$ cat src/verilog/dm_cfg.svh
/* debug module configuration
   hart count, DMI widths and response queue depth */

`ifndef DM_CFG_SVH
`define DM_CFG_SVH

// number of harts behind the debug module, 1 to 32
`define NR_HARTS 4

// hartsello field, hartselhi is not kept
`define HARTSEL_W 10

// DMI request and response widths
`define DMI_ADDR_W 7
`define DMI_DATA_W 32

`define RESP_DEPTH 2

`endif
$ cat src/verilog/dm_hart_pkg.sv
/* hart-side types
   hart select value and one-bit-per-hart vector */

`include "dm_cfg.svh"

package dm_hart_pkg;

  // selected hart index as written to dmcontrol
  typedef logic [`HARTSEL_W-1:0] hartsel_t;

  // one bit per hart
  typedef logic [`NR_HARTS-1:0] hart_vec_t;

endpackage

$ cat src/verilog/dm_reg_pkg.sv
/* debug module register map
   DMI types, op codes, register addresses and field positions */

`include "dm_cfg.svh"

package dm_reg_pkg;

  typedef logic [`DMI_ADDR_W-1:0] dmi_addr_t;
  typedef logic [`DMI_DATA_W-1:0] dmi_data_t;
  typedef logic [1:0]             dtm_op_t;

  // DMI op codes
  localparam dtm_op_t DTM_NOP   = 2'd0;
  localparam dtm_op_t DTM_READ  = 2'd1;
  localparam dtm_op_t DTM_WRITE = 2'd2;

  // --------------------
  // register addresses
  localparam dmi_addr_t ADDR_DMCONTROL = 7'h10;
  localparam dmi_addr_t ADDR_DMSTATUS  = 7'h11;
  localparam dmi_addr_t ADDR_HALTSUM0  = 7'h40;

  // --------------------
  // dmcontrol fields
  localparam int unsigned DMC_HALTREQ      = 31;
  localparam int unsigned DMC_RESUMEREQ    = 30;
  localparam int unsigned DMC_ACKHAVERESET = 28;
  localparam int unsigned DMC_HARTSEL_LSB  = 16;
  localparam int unsigned DMC_NDMRESET     = 1;
  localparam int unsigned DMC_DMACTIVE     = 0;

  // --------------------
  // dmstatus fields
  localparam int unsigned DMS_AUTHENTICATED  = 7;
  localparam int unsigned DMS_ANYHALTED      = 8;
  localparam int unsigned DMS_ALLHALTED      = 9;
  localparam int unsigned DMS_ANYRUNNING     = 10;
  localparam int unsigned DMS_ALLRUNNING     = 11;
  localparam int unsigned DMS_ANYUNAVAIL     = 12;
  localparam int unsigned DMS_ALLUNAVAIL     = 13;
  localparam int unsigned DMS_ANYNONEXISTENT = 14;
  localparam int unsigned DMS_ALLNONEXISTENT = 15;
  localparam int unsigned DMS_ANYRESUMEACK   = 16;
  localparam int unsigned DMS_ALLRESUMEACK   = 17;
  localparam int unsigned DMS_ANYHAVERESET   = 18;
  localparam int unsigned DMS_ALLHAVERESET   = 19;

  // debug spec 0.13, dmstatus bits 3:0
  localparam logic [3:0] DM_VERSION = 4'd2;

endpackage

$ cat src/verilog/dm_top.sv
/* debug module top
   register block, hart slices, status merger and response queue */

`include "dm_cfg.svh"

module dm_top (
  input  logic                   clk_i,
  input  logic                   rst_ni,
  // DMI request
  input  logic                   dmi_req_valid_i,
  output logic                   dmi_req_ready_o,
  input  dm_reg_pkg::dtm_op_t    dmi_req_op_i,
  input  dm_reg_pkg::dmi_addr_t  dmi_req_addr_i,
  input  dm_reg_pkg::dmi_data_t  dmi_req_data_i,
  // DMI response
  output logic                   dmi_resp_valid_o,
  input  logic                   dmi_resp_ready_i,
  output dm_reg_pkg::dmi_data_t  dmi_resp_data_o,
  // hart side
  input  dm_hart_pkg::hart_vec_t halted_i,
  input  dm_hart_pkg::hart_vec_t unavailable_i,
  input  dm_hart_pkg::hart_vec_t resumeack_i,
  output dm_hart_pkg::hart_vec_t haltreq_o,
  output dm_hart_pkg::hart_vec_t resumereq_o,
  output logic                   ndmreset_o,
  output logic                   dmactive_o,
  output logic                   clear_resumeack_o
);
  import dm_reg_pkg::*;
  import dm_hart_pkg::*;

  logic      fifo_full, fifo_empty, push, ack_havereset, sel_resumeack;
  logic      haltreq, resumereq;
  dmi_data_t push_data, dmstatus_word, haltsum0_word;
  hartsel_t  hartsel;
  hart_vec_t halted_ok, running, unavail, resumeack, havereset;

  dm_ctrl_regs u_ctrl_regs (
    .clk_i (clk_i), .rst_ni (rst_ni),
    .req_valid_i (dmi_req_valid_i), .req_ready_o (dmi_req_ready_o),
    .req_op_i (dmi_req_op_i), .req_addr_i (dmi_req_addr_i), .req_data_i (dmi_req_data_i),
    .fifo_full_i (fifo_full), .push_o (push), .push_data_o (push_data),
    .dmstatus_i (dmstatus_word), .haltsum0_i (haltsum0_word),
    .sel_resumeack_i (sel_resumeack), .hartsel_o (hartsel),
    .haltreq_o (haltreq), .resumereq_o (resumereq), .ndmreset_o (ndmreset_o),
    .dmactive_o (dmactive_o), .ack_havereset_o (ack_havereset),
    .clear_resumeack_o (clear_resumeack_o)
  );

  // --------------------
  // one slice per hart
  for (genvar h = 0; h < `NR_HARTS; h++) begin : g_hart
    dm_hart_slice #(.HartIdx (h)) u_slice (
      .clk_i (clk_i), .rst_ni (rst_ni), .hartsel_i (hartsel),
      .haltreq_i (haltreq), .resumereq_i (resumereq), .ndmreset_i (ndmreset_o),
      .ack_havereset_i (ack_havereset), .halted_i (halted_i[h]),
      .unavailable_i (unavailable_i[h]), .resumeack_i (resumeack_i[h]),
      .haltreq_o (haltreq_o[h]), .resumereq_o (resumereq_o[h]),
      .halted_ok_o (halted_ok[h]), .running_o (running[h]), .unavail_o (unavail[h]),
      .resumeack_o (resumeack[h]), .havereset_o (havereset[h])
    );
  end

  dm_status_merge u_status_merge (
    .hartsel_i (hartsel), .halted_i (halted_i), .halted_ok_i (halted_ok),
    .running_i (running), .unavail_i (unavail), .resumeack_i (resumeack),
    .havereset_i (havereset), .dmstatus_o (dmstatus_word), .haltsum0_o (haltsum0_word),
    .sel_resumeack_o (sel_resumeack)
  );

  // response queue, popped whenever the debugger takes a word
  dm_resp_fifo u_resp_fifo (
    .clk_i (clk_i), .rst_ni (rst_ni), .push_i (push), .data_i (push_data),
    .pop_i (dmi_resp_ready_i & ~fifo_empty), .data_o (dmi_resp_data_o),
    .full_o (fifo_full), .empty_o (fifo_empty)
  );

  assign dmi_resp_valid_o = ~fifo_empty;

endmodule

$ cat src/verilog/dm_status_merge.sv
/* status merger
   dmstatus for the selected hart and the haltsum0 word */

`include "dm_cfg.svh"

module dm_status_merge (
  input  dm_hart_pkg::hartsel_t  hartsel_i,
  input  dm_hart_pkg::hart_vec_t halted_i,
  input  dm_hart_pkg::hart_vec_t halted_ok_i,
  input  dm_hart_pkg::hart_vec_t running_i,
  input  dm_hart_pkg::hart_vec_t unavail_i,
  input  dm_hart_pkg::hart_vec_t resumeack_i,
  input  dm_hart_pkg::hart_vec_t havereset_i,
  output dm_reg_pkg::dmi_data_t  dmstatus_o,
  output dm_reg_pkg::dmi_data_t  haltsum0_o,
  output logic                   sel_resumeack_o
);
  import dm_reg_pkg::*;
  import dm_hart_pkg::*;

  logic hit;
  logic sel_halted, sel_running, sel_unavail, sel_resumeack, sel_havereset;

  // pick the selected hart, no hit means it does not exist
  always_comb begin
    hit           = 1'b0;
    sel_halted    = 1'b0;
    sel_running   = 1'b0;
    sel_unavail   = 1'b0;
    sel_resumeack = 1'b0;
    sel_havereset = 1'b0;
    for (int i = 0; i < `NR_HARTS; i++) begin
      if (hartsel_i == hartsel_t'(i)) begin
        hit           = 1'b1;
        sel_halted    = halted_ok_i[i];
        sel_running   = running_i[i];
        sel_unavail   = unavail_i[i];
        sel_resumeack = resumeack_i[i];
        sel_havereset = havereset_i[i];
      end
    end
  end

  // any and all carry the same value with a single selected hart
  always_comb begin
    dmstatus_o                     = '0;
    dmstatus_o[3:0]                = DM_VERSION;
    dmstatus_o[DMS_AUTHENTICATED]  = 1'b1;
    dmstatus_o[DMS_ANYHALTED]      = sel_halted;
    dmstatus_o[DMS_ALLHALTED]      = sel_halted;
    dmstatus_o[DMS_ANYRUNNING]     = sel_running;
    dmstatus_o[DMS_ALLRUNNING]     = sel_running;
    dmstatus_o[DMS_ANYUNAVAIL]     = sel_unavail;
    dmstatus_o[DMS_ALLUNAVAIL]     = sel_unavail;
    dmstatus_o[DMS_ANYNONEXISTENT] = ~hit;
    dmstatus_o[DMS_ALLNONEXISTENT] = ~hit;
    dmstatus_o[DMS_ANYRESUMEACK]   = sel_resumeack;
    dmstatus_o[DMS_ALLRESUMEACK]   = sel_resumeack;
    dmstatus_o[DMS_ANYHAVERESET]   = sel_havereset;
    dmstatus_o[DMS_ALLHAVERESET]   = sel_havereset;
  end

  // raw halted vector, not masked by unavailable
  always_comb begin
    haltsum0_o                 = '0;
    haltsum0_o[`NR_HARTS-1:0]  = halted_i;
  end

  assign sel_resumeack_o = sel_resumeack;

endmodule

$ cat src/verilog/dm_hart_slice.sv
/* per-hart slice
   request routing by hart select, sticky havereset and status bits */

module dm_hart_slice #(
  parameter int unsigned HartIdx = 0
) (
  input  logic                  clk_i,
  input  logic                  rst_ni,
  input  dm_hart_pkg::hartsel_t hartsel_i,
  input  logic                  haltreq_i,
  input  logic                  resumereq_i,
  input  logic                  ndmreset_i,
  input  logic                  ack_havereset_i,
  input  logic                  halted_i,
  input  logic                  unavailable_i,
  input  logic                  resumeack_i,
  output logic                  haltreq_o,
  output logic                  resumereq_o,
  output logic                  halted_ok_o,
  output logic                  running_o,
  output logic                  unavail_o,
  output logic                  resumeack_o,
  output logic                  havereset_o
);
  import dm_hart_pkg::*;

  logic selected;
  logic havereset_q;

  assign selected = (hartsel_i == hartsel_t'(HartIdx));

  // requests reach this hart only when it is selected
  assign haltreq_o   = selected & haltreq_i;
  assign resumereq_o = selected & resumereq_i;

  // halted and running never overlap with unavailable
  assign halted_ok_o = halted_i & ~unavailable_i;
  assign running_o   = ~halted_i & ~unavailable_i;
  assign unavail_o   = unavailable_i;
  assign resumeack_o = resumeack_i;

  // sticky havereset, ndmreset wins over the ack
  always_ff @(posedge clk_i or negedge rst_ni) begin
    if (!rst_ni) begin
      havereset_q <= 1'b1;
    end else if (ndmreset_i) begin
      havereset_q <= 1'b1;
    end else if (ack_havereset_i && selected) begin
      havereset_q <= 1'b0;
    end
  end

  assign havereset_o = havereset_q;

endmodule

$ cat src/verilog/dm_ctrl_regs.sv
/* debug module control registers
   DMI request decode, dmcontrol with resume handshake, response select */

module dm_ctrl_regs (
  input  logic                  clk_i,
  input  logic                  rst_ni,
  input  logic                  req_valid_i,
  output logic                  req_ready_o,
  input  dm_reg_pkg::dtm_op_t   req_op_i,
  input  dm_reg_pkg::dmi_addr_t req_addr_i,
  input  dm_reg_pkg::dmi_data_t req_data_i,
  input  logic                  fifo_full_i,
  output logic                  push_o,
  output dm_reg_pkg::dmi_data_t push_data_o,
  input  dm_reg_pkg::dmi_data_t dmstatus_i,
  input  dm_reg_pkg::dmi_data_t haltsum0_i,
  input  logic                  sel_resumeack_i,
  output dm_hart_pkg::hartsel_t hartsel_o,
  output logic                  haltreq_o,
  output logic                  resumereq_o,
  output logic                  ndmreset_o,
  output logic                  dmactive_o,
  output logic                  ack_havereset_o,
  output logic                  clear_resumeack_o
);
  import dm_reg_pkg::*;
  import dm_hart_pkg::*;

  logic      accept;
  logic      dmc_write;
  dmi_data_t dmcontrol_word;

  logic      dmactive_q, dmactive_d;
  logic      ndmreset_q, ndmreset_d;
  logic      haltreq_q, haltreq_d;
  logic      resumereq_q, resumereq_d;
  hartsel_t  hartsel_q, hartsel_d;
  logic      clear_resumeack_q;

  // every accepted request pushes one response word
  assign req_ready_o = ~fifo_full_i;
  assign accept      = req_valid_i & req_ready_o;
  assign push_o      = accept;

  assign dmc_write = accept && (req_op_i == DTM_WRITE) && (req_addr_i == ADDR_DMCONTROL);

  // ackhavereset is a strobe and never stored
  assign ack_havereset_o = dmc_write & req_data_i[DMC_ACKHAVERESET];

  // --------------------
  // dmcontrol next state
  always_comb begin
    dmactive_d  = dmactive_q;
    ndmreset_d  = ndmreset_q;
    haltreq_d   = haltreq_q;
    resumereq_d = resumereq_q;
    hartsel_d   = hartsel_q;
    if (dmc_write) begin
      dmactive_d  = req_data_i[DMC_DMACTIVE];
      ndmreset_d  = req_data_i[DMC_NDMRESET];
      haltreq_d   = req_data_i[DMC_HALTREQ];
      resumereq_d = req_data_i[DMC_RESUMEREQ];
      hartsel_d   = req_data_i[DMC_HARTSEL_LSB +: $bits(hartsel_t)];
    end
    // hart acked the resume; skip the cycle where the old ack is being cleared
    if (resumereq_q && sel_resumeack_i && !clear_resumeack_q) begin
      resumereq_d = 1'b0;
    end
    // inactive module keeps everything but dmactive at zero
    if (!dmactive_d) begin
      ndmreset_d  = 1'b0;
      haltreq_d   = 1'b0;
      resumereq_d = 1'b0;
      hartsel_d   = '0;
    end
  end

  always_ff @(posedge clk_i or negedge rst_ni) begin
    if (!rst_ni) begin
      dmactive_q        <= 1'b0;
      ndmreset_q        <= 1'b0;
      haltreq_q         <= 1'b0;
      resumereq_q       <= 1'b0;
      hartsel_q         <= '0;
      clear_resumeack_q <= 1'b0;
    end else begin
      dmactive_q        <= dmactive_d;
      ndmreset_q        <= ndmreset_d;
      haltreq_q         <= haltreq_d;
      resumereq_q       <= resumereq_d;
      hartsel_q         <= hartsel_d;
      // high during the first cycle of resumereq only
      clear_resumeack_q <= ~resumereq_q & resumereq_d;
    end
  end

  // --------------------
  // read data
  always_comb begin
    dmcontrol_word                                         = '0;
    dmcontrol_word[DMC_HALTREQ]                            = haltreq_q;
    dmcontrol_word[DMC_RESUMEREQ]                          = resumereq_q;
    dmcontrol_word[DMC_HARTSEL_LSB +: $bits(hartsel_t)]    = hartsel_q;
    dmcontrol_word[DMC_NDMRESET]                           = ndmreset_q;
    dmcontrol_word[DMC_DMACTIVE]                           = dmactive_q;
  end

  // writes and nops answer zero, so do unmapped reads
  always_comb begin
    push_data_o = '0;
    case (req_op_i)
      DTM_READ: begin
        case (req_addr_i)
          ADDR_DMCONTROL: push_data_o = dmcontrol_word;
          ADDR_DMSTATUS:  push_data_o = dmstatus_i;
          ADDR_HALTSUM0:  push_data_o = haltsum0_i;
          default:        push_data_o = '0;
        endcase
      end
      default: push_data_o = '0;
    endcase
  end

  assign hartsel_o         = hartsel_q;
  assign haltreq_o         = haltreq_q;
  assign resumereq_o       = resumereq_q;
  assign ndmreset_o        = ndmreset_q;
  assign dmactive_o        = dmactive_q;
  assign clear_resumeack_o = clear_resumeack_q;

endmodule

$ cat src/verilog/dm_resp_fifo.sv
/* DMI response queue
   circular buffer of response words, kept in request order */

`include "dm_cfg.svh"

module dm_resp_fifo (
  input  logic                  clk_i,
  input  logic                  rst_ni,
  input  logic                  push_i,
  input  dm_reg_pkg::dmi_data_t data_i,
  input  logic                  pop_i,
  output dm_reg_pkg::dmi_data_t data_o,
  output logic                  full_o,
  output logic                  empty_o
);
  import dm_reg_pkg::*;

  localparam int unsigned Depth = `RESP_DEPTH;
  localparam int unsigned PtrW  = (Depth > 1) ? $clog2(Depth) : 1;
  localparam int unsigned CntW  = $clog2(Depth + 1);

  dmi_data_t         mem_q [Depth];
  logic [PtrW-1:0]   wr_ptr_q;
  logic [PtrW-1:0]   rd_ptr_q;
  logic [CntW-1:0]   count_q;

  assign data_o  = mem_q[rd_ptr_q];
  assign full_o  = (count_q == CntW'(Depth));
  assign empty_o = (count_q == '0);

  // storage
  always_ff @(posedge clk_i) begin
    if (push_i) begin
      mem_q[wr_ptr_q] <= data_i;
    end
  end

  // pointers and fill level, wrapping at Depth
  always_ff @(posedge clk_i or negedge rst_ni) begin
    if (!rst_ni) begin
      wr_ptr_q <= '0;
      rd_ptr_q <= '0;
      count_q  <= '0;
    end else begin
      if (push_i) begin
        wr_ptr_q <= (wr_ptr_q == PtrW'(Depth - 1)) ? '0 : wr_ptr_q + 1'b1;
      end
      if (pop_i) begin
        rd_ptr_q <= (rd_ptr_q == PtrW'(Depth - 1)) ? '0 : rd_ptr_q + 1'b1;
      end
      case ({push_i, pop_i})
        2'b10:   count_q <= count_q + 1'b1;
        2'b01:   count_q <= count_q - 1'b1;
        default: count_q <= count_q;
      endcase
    end
  end

endmodule

$ cat config.mk
export PLATFORM = sky130hd
export DESIGN_NAME = dm_top
export DESIGN_NICKNAME = d
export VERILOG_FILES = /design/src/verilog/dm_hart_pkg.sv /design/src/verilog/dm_reg_pkg.sv /design/src/verilog/dm_top.sv /design/src/verilog/dm_status_merge.sv /design/src/verilog/dm_hart_slice.sv /design/src/verilog/dm_ctrl_regs.sv /design/src/verilog/dm_resp_fifo.sv
export VERILOG_INCLUDE_DIRS = /design/src /design/src/verilog
export SDC_FILE = /design/constraint.sdc
export NUM_CORES = 1
export LEC_CHECK = 0
export ABC_AREA = 1
export BUFFER_PORTS_ARGS = -buffer_cell sky130_fd_sc_hd__buf_2
export CAP_MARGIN = 20
export CORE_UTILIZATION = 46
export CTS_CLUSTER_SIZE = 25
export DETAILED_ROUTE_END_ITERATION = 10
export PLACE_DENSITY = 0.74
export SYNTH_ARGS = -nofsm -noshare
export SYNTH_HDL_FRONTEND = slang
export SYNTH_SLANG_ARGS = --single-unit
$ cat constraint.sdc
create_clock -name clk_i -period 1.8 [get_ports clk_i]
set_input_delay 0.54 -clock clk_i [delete_from_list [all_inputs] [get_ports clk_i]]
set_output_delay 0.54 -clock clk_i [all_outputs]
set_load 0.02 [all_outputs]
==> run_results.csv, run 1 <==
group,metric,value,unit
worst_setup_path,timing.critical_path.required,1260,ps
worst_setup_path,crit_arrival,1530,ps
sta,setup_violations,27,
worst_setup_path,ff2ff_path_depth,12,
routing,post_drt_via_cell_ratio,4.91,
logic_synthesis,synthesis.area_per_instance,9.07,um^2
logic_synthesis,synth_enable_flop_cells,42,
global_route,grt_start_max_net_pins,24,
cts,cts.clk_slew.worst_paths,70,ps
routing,detailedRoute.firstPassIterationCount,4,
routing,avgRoutedWirePerCell,13.7,um
logic_synthesis,synth.largest_area_cell,"sky130_fd_sc_hd__edfxtp_1",
worst_setup_path,r2r-start,"u_ctrl_regs.hartsel_o[4]",
cts,tritoncts.num_buffers,9,
status,failed_checks,"setup timing",
layout,nFillCells,530,
logic_synthesis,synthMostInstantiatedCell,"sky130_fd_sc_hd__nand2_1",
sta,clock_skew,7.07,ps
routing,antenna_violating_nets_post_route,0,
logic_synthesis,post-synth-top-area-fraction,0.380,
floorplan,chipHeight,87.0,um
sta,worst_slew_margin_rel,0.630,
worst_setup_path,timing.critical_path.from_type,"flip-flop",
placement,dpl_cell_area,0.00381,mm^2
logic_synthesis,ys_types,33,
cts,clock_tree.buffer_depth,2,
worst_setup_path,setup.worst_path.end_class,"primary output",
floorplan,rows,30,
logic_synthesis,synth_area_leaders,"sky130_fd_sc_hd__edfxtp_1 38%, sky130_fd_sc_hd__dfrtp_1 14%, sky130_fd_sc_hd__nand2_1 11%",
routing,routed_wl,7670,um
cts,clk-insertion-delay-late,340,ps
sta,timing_worst_slew_pin_value,554,ps
global_route,grt_pass1_vias,2628,
sta,period_share,1.15,
worst_setup_path,register_to_register_path_setup_slack,-130,ps
cts,tritoncts_num_sinks,65,
worst_setup_path,critical_path.reg2reg.endpoint,"u_resp_fifo.mem_q[0][18]",
placement,hpwl,5100,um
floorplan,initial_util,0.483,
sta,finalMaxSlewViolations,0,
power,p_leak,2.06,nW
power,power.density_cell_area,1250,mW/mm^2
sta,postLayoutSetupSlackWorst,-268,ps
logic_synthesis,warnings_synthesis,0,
placement,finalWeightedCongestion,0.874,
logic_synthesis,synth-async-reset-ratio,0.354,
layout,layout-drive-gt1-share,0.443,
layout,finalNetCount,516,
routing,detailedRoute.firstIterationViolations,84,
cts,htree_levels,3,
hold_path,worst_hold_path_type,"input pin to async pin",
worst_setup_path,path_class,"flip-flop to primary output",
layout,layout.core_utilization,0.667,
power,vdd.ir_drop.worst,0.000462,V
cts,tritoncts,"yes",
floorplan,core_area,0.00687,mm^2
layout,finalInstanceArea,0.00458,mm^2
layout,regArea,0.00184,mm^2
cts,clockRootBuffer,"sky130_fd_sc_hd__clkbuf_8",
logic_synthesis,synth.cell_area,0.00332,mm^2
sta,timing.setup.tns,-2730,ps
routing,total_number_of_vias,2746,
global_route,antenna_found_initial,0,
floorplan,die-width,87.0,um
status,outcome,"finished with violations",
logic_synthesis,netlist_top_cells_count,"97 x sky130_fd_sc_hd__nand2_1, 42 x sky130_fd_sc_hd__edfxtp_1, 39 x sky130_fd_sc_hd__inv_1",
flow_run,maxCapViolCount,0,
global_route,grt.overflow.total,0,
routing,route.detailed.drc,0,
placement,placement.io_buffers,77,
sta,setup_repair_after_global_routing_missed_its_margin,"yes",
global_route,grt_pass1_wl,12100,um
placement,placed_cells,533,
cts,cts_hold_buffers,0,
logic_synthesis,yosys_most_used_dff,"sky130_fd_sc_hd__edfxtp_1",
layout,multi_input_area,0.00140,mm^2
logic_synthesis,netlist_instances,366,
floorplan,design.portCount,102,
floorplan,die-area,0.00756,mm^2
layout,diodes,0,
logic_synthesis,yosysSeqAreaShare,0.555,
global_route,groute.usage.overall,0.212,
sta,timing_hold_violations_final,0,
sta,period_needed,2070,ps
logic_synthesis,ys_ff_latch,65,
sta,fmax,0.484,GHz
layout,area_delta_synth_final,38.0,%
worst_setup_path,crit_path_max_fanout,7,
layout,cell_count_final_fillers_out,559,
[worst max-delay path, cell delays in order (launching register included)]
cell                      delay (ps)
sky130_fd_sc_hd__dfrtp_1         380
sky130_fd_sc_hd__nor2_1          110
sky130_fd_sc_hd__nand2_1          70
sky130_fd_sc_hd__nor2_2          130
sky130_fd_sc_hd__buf_6           170
sky130_fd_sc_hd__nand3_4         110
sky130_fd_sc_hd__nor2_4          110
sky130_fd_sc_hd__buf_6           120
[layout by cell type, fill, tap and decap left out, drive strengths merged]
cell type,n
o211ai,1
and2,1
o21ai,21
nor2,34
a21oi,7
inv,43
buf,106
clkinvlp,3
edfxtp,42
nand2,102
a31oi,1
xor2,2
xnor2,1
nand4,7
nand3,34
dfrtp,19
nand3b,1
clkinv,4
conb,7
clkbuf,10
dfstp,4
nor3,12
ha,1
[power breakdown]
part	internal (mW)	total, mW	leakage (nW)	switching, mW
Sequential	1.90	2.04	0.696	0.144
Combinational	1.18	2.66	1.29	1.48
Clock	0.487	1.04	0.0734	0.551
Total	3.57	5.75	2.06	2.18
[how the worst max path moves through the flow]
stage,endpoint,from
6_report,resumereq_o[3],u_ctrl_regs.hartsel_o[4]
2_1_floorplan,dmi_resp_data_o[11],u_resp_fifo.rd_ptr_q
5_1_grt,resumereq_o[3],u_ctrl_regs.hartsel_o[8]
3_5_place_dp,u_resp_fifo.mem_q[1][18],dmi_req_addr_i[6]
4_1_cts,haltreq_o[0],u_ctrl_regs.hartsel_o[9]
3_3_place_gp,u_resp_fifo.mem_q[0][19],dmi_req_addr_i[6]
[area by class of cell]
| class | instances | area share |
|---|---|---|
| Sequential cell | 65 | 0.403 |
| Multi-Input combinational cell | 232 | 0.306 |
| Timing Repair Buffer | 106 | 0.193 |
| Inverter | 44 | 0.0371 |
| Clock buffer | 10 | 0.0279 |
| Tap cell | 96 | 0.0262 |
| Clock inverter | 6 | 0.00765 |
[layer usage]
layer / GRT usage / part of all wire / vias to the layer above
li1: - / - / 1350
met1: 0.263 / 0.43 / 1279
met2: 0.361 / 0.49 / 97
met3: 0.0531 / 0.056 / 20
met4: 0.0727 / 0.026 / 0
met5: 0 / 0 / -
[kinds of logic after synthesis]
family                   share of synthesized area
AO/OA/AOI/OAI                               0.0463
adder cells (fa/ha/maj)                    0.00377
XOR/XNOR                                   0.00791
AND/OR/NAND/NOR                              0.270
buffers and inverters                        0.116
other                                      0.00113
flip-flops                                   0.555
[repair_timing]
action | in CTS | in global routing
pin swaps | 3 | 26
buffers inserted | 4 | 4
gates cloned | 2 | 0
resized for setup | 54 | 112
setup endpoints to repair | 29 | 47
[per-stage QoR]
| stage | total power, mW | hold slack (ps) | setup WS (ps) |
|---|---|---|---|
| after floorplan | 3.20 | 244 | 74.7 |
| after global placement | 3.75 | 441 | 64.6 |
| after detailed placement | 3.79 | 459 | -0.852 |
| after CTS | 5.15 | 185 | -324 |
| after global routing | 6.03 | 198 | -383 |
| final | 5.75 | 183 | -268 |
[flip-flops by register name, summed over array words and instances (netlist names)]
signal,flops
u_ctrl_regs.resumereq_o,1
u_ctrl_regs.dmactive_o,1
u_ctrl_regs.hartsel_o,10
u_resp_fifo.rd_ptr_q,1
u_ctrl_regs.clear_resumeack_o,1
g_hart.u_slice.havereset_o,4
u_resp_fifo.count_q,2
u_resp_fifo.mem_q,42
u_ctrl_regs.ndmreset_o,1
u_resp_fifo.wr_ptr_q,1
u_ctrl_regs.haltreq_o,1
(Power assumes the default switching activity.)
==> run 2, diff against run 1 <==
ABC_CLOCK_PERIOD_IN_PS = 1800   (was not set)
CORE_ASPECT_RATIO = 1.5   (was not set)
SLEW_MARGIN = 10   (was not set)
==> run_results.csv, run 2 (synthesis gave the netlist of run 1 again) <==
group,metric,value,unit
global_route,groute.layer.met2.usage,0.435,
worst_setup_path,crit_arrival,1570,ps
placement,finalWeightedCongestion,0.932,
power,p_leak,2.25,nW
floorplan,design.portCount,102,
layout,most_common_cell_after_layout_fill_and_taps_aside,"sky130_fd_sc_hd__buf_2",
sta,clock_skew,8.40,ps
routing,routed_wl,8590,um
floorplan,die-area,0.00757,mm^2
routing,detailedRoute.firstPassIterationCount,8,
routing,avgRoutedWirePerCell,15.5,um
global_route,grt-busiest-layer,"met2",
layout,layout.core_utilization,0.707,
worst_setup_path,startpoint,"u_ctrl_regs.hartsel_o[6]",
worst_setup_path,critical_path.reg2reg.endpoint,"u_resp_fifo.mem_q[0][11]",
placement,dpl_cell_area,0.00383,mm^2
worst_setup_path,path_class,"flip-flop to primary output",
layout,area_delta_synth_final,46.9,%
worst_setup_path,crit_path_max_fanout,5,
power,vdd.ir_drop.worst,0.000631,V
sta,setup_violations,35,
placement,placement.io_buffers,77,
sta,setup_repair_after_global_routing_missed_its_margin,"yes",
layout,finalInstanceArea,0.00488,mm^2
sta,finalMaxSlewViolations,0,
cts,cts_hold_buffers,0,
layout,layout-drive-gt1-share,0.503,
routing,antenna_violating_nets_post_route,0,
global_route,globalRouteMet3Util,0.0427,
global_route,grt_pass1_wl,12900,um
floorplan,die-width,71.4,um
worst_setup_path,r2r-start,"u_ctrl_regs.hartsel_o[6]",
routing,detailedRoute.firstIterationViolations,140,
floorplan,core_area,0.00690,mm^2
worst_setup_path,timing.critical_path.from_type,"flip-flop",
floorplan,chipHeight,106,um
global_route,antenna_found_initial,0,
cts,htree_levels,3,
power,power.density_cell_area,1320,mW/mm^2
hold_path,worst_hold_path_type,"input pin to async pin",
sta,finalHoldWorstSlack,180,ps
cts,clk-insertion-delay-late,340,ps
global_route,groute.usage.overall,0.228,
sta,timing_worst_slew_pin_value,556,ps
layout,diodes,0,
cts,cts.clk_slew.worst_paths,70,ps
flow_run,maxCapViolCount,0,
placement,post-place-ws,-54.0,ps
cts,tritoncts.num_buffers,9,
layout,largest_register_ff_count,42,
sta,timing.setup.tns,-2970,ps
sta,worst_slew_margin_rel,0.629,
cts,tritoncts_num_sinks,65,
layout,mostFrequentLayoutCells,"44 x sky130_fd_sc_hd__buf_2, 42 x sky130_fd_sc_hd__edfxtp_1, 38 x sky130_fd_sc_hd__inv_1",
status,failed_checks,"DRC, setup timing",
sta,period_share,1.17,
worst_setup_path,setup.worst_path.end_class,"primary output",
sta,period_needed,2110,ps
routing,post_drt_via_cell_ratio,5.08,
global_route,grt_util_met1,0.240,
floorplan,rows,37,
worst_setup_path,ff2ff_path_depth,11,
routing,total_number_of_vias,2821,
global_route,grt_pass1_vias,2785,
status,outcome,"finished with violations",
cts,clockRootBuffer,"sky130_fd_sc_hd__clkbuf_8",
layout,finalNetCount,530,
cts,clock_tree.buffer_depth,2,
global_route,grt.overflow.total,0,
layout,registers.top_by_ff_count,"u_resp_fifo.mem_q",
sta,timing_hold_violations_final,0,
floorplan,initial_util,0.481,
worst_setup_path,timing.critical_path.required,1260,ps
placement,hpwl,5670,um
sta,fmax,0.474,GHz
worst_setup_path,register_to_register_path_setup_slack,-30,ps
sta,postLayoutSetupSlackWorst,-308,ps
global_route,grt_start_max_net_pins,24,
routing,route.detailed.drc,5,
cts,tritoncts,"yes",
==> run 2: repair_timing <==
action,4_1_cts,5_1_grt
endpoints found under the hold margin,0,0
pin swaps,18,26
gates resized for setup,115,91
buffers inserted,6,11
cloned,5,1
setup endpoints to repair,29,47
==> run 2: worst max-delay path, stage by stage (launching register included) <==
cell                      delay [ps]
sky130_fd_sc_hd__dfrtp_1         390
sky130_fd_sc_hd__nor2_1          100
sky130_fd_sc_hd__nand2_1          70
sky130_fd_sc_hd__nor2_2          140
sky130_fd_sc_hd__buf_6           150
sky130_fd_sc_hd__nand2_1         100
sky130_fd_sc_hd__nor2_1          120
sky130_fd_sc_hd__buf_4           160
==> run 2: routing by layer <==
layer / part of all wire / vias up
met5: 0 / -
met3: 0.030 / 12
met4: 0.020 / 0
met1: 0.36 / 1350
met2: 0.59 / 78
li1: - / 1381
==> run 2: worst max-delay path by stage <==
stage,endpoint,depth (start not counted),slack (ps)
final,haltreq_o[0],7,-310
after detailed placement,u_resp_fifo.mem_q[0][30],7,-50
after floorplan,dmi_resp_data_o[11],5,70
after global placement,haltreq_o[1],7,30
after CTS,resumereq_o[3],7,-310
after global routing,haltreq_o[2],7,-370
==> run 2: layout make-up <==
type	count	area, um^2
fillers	517	2020
flip-flops and latches	65	1840
multi-input cells	232	1500
repair buffers	120	1090
inverters	44	165
clock buffers	12	155
well taps	78	97.6
clock inverters	4	28.8
==> run 2: report_power, final <==
part | internal, mW | switching, mW
combinational | 1.54 | 1.70
sequential | 1.90 | 0.173
clock | 0.575 | 0.559
total | 4.02 | 2.44
==> run 2: stage by stage <==
stage	total power [mW]	instances
finish	6.45	555
detailed placement	3.79	520
global placement	3.75	520
CTS	6.18	547
global route	6.73	555
floorplan	3.20	372
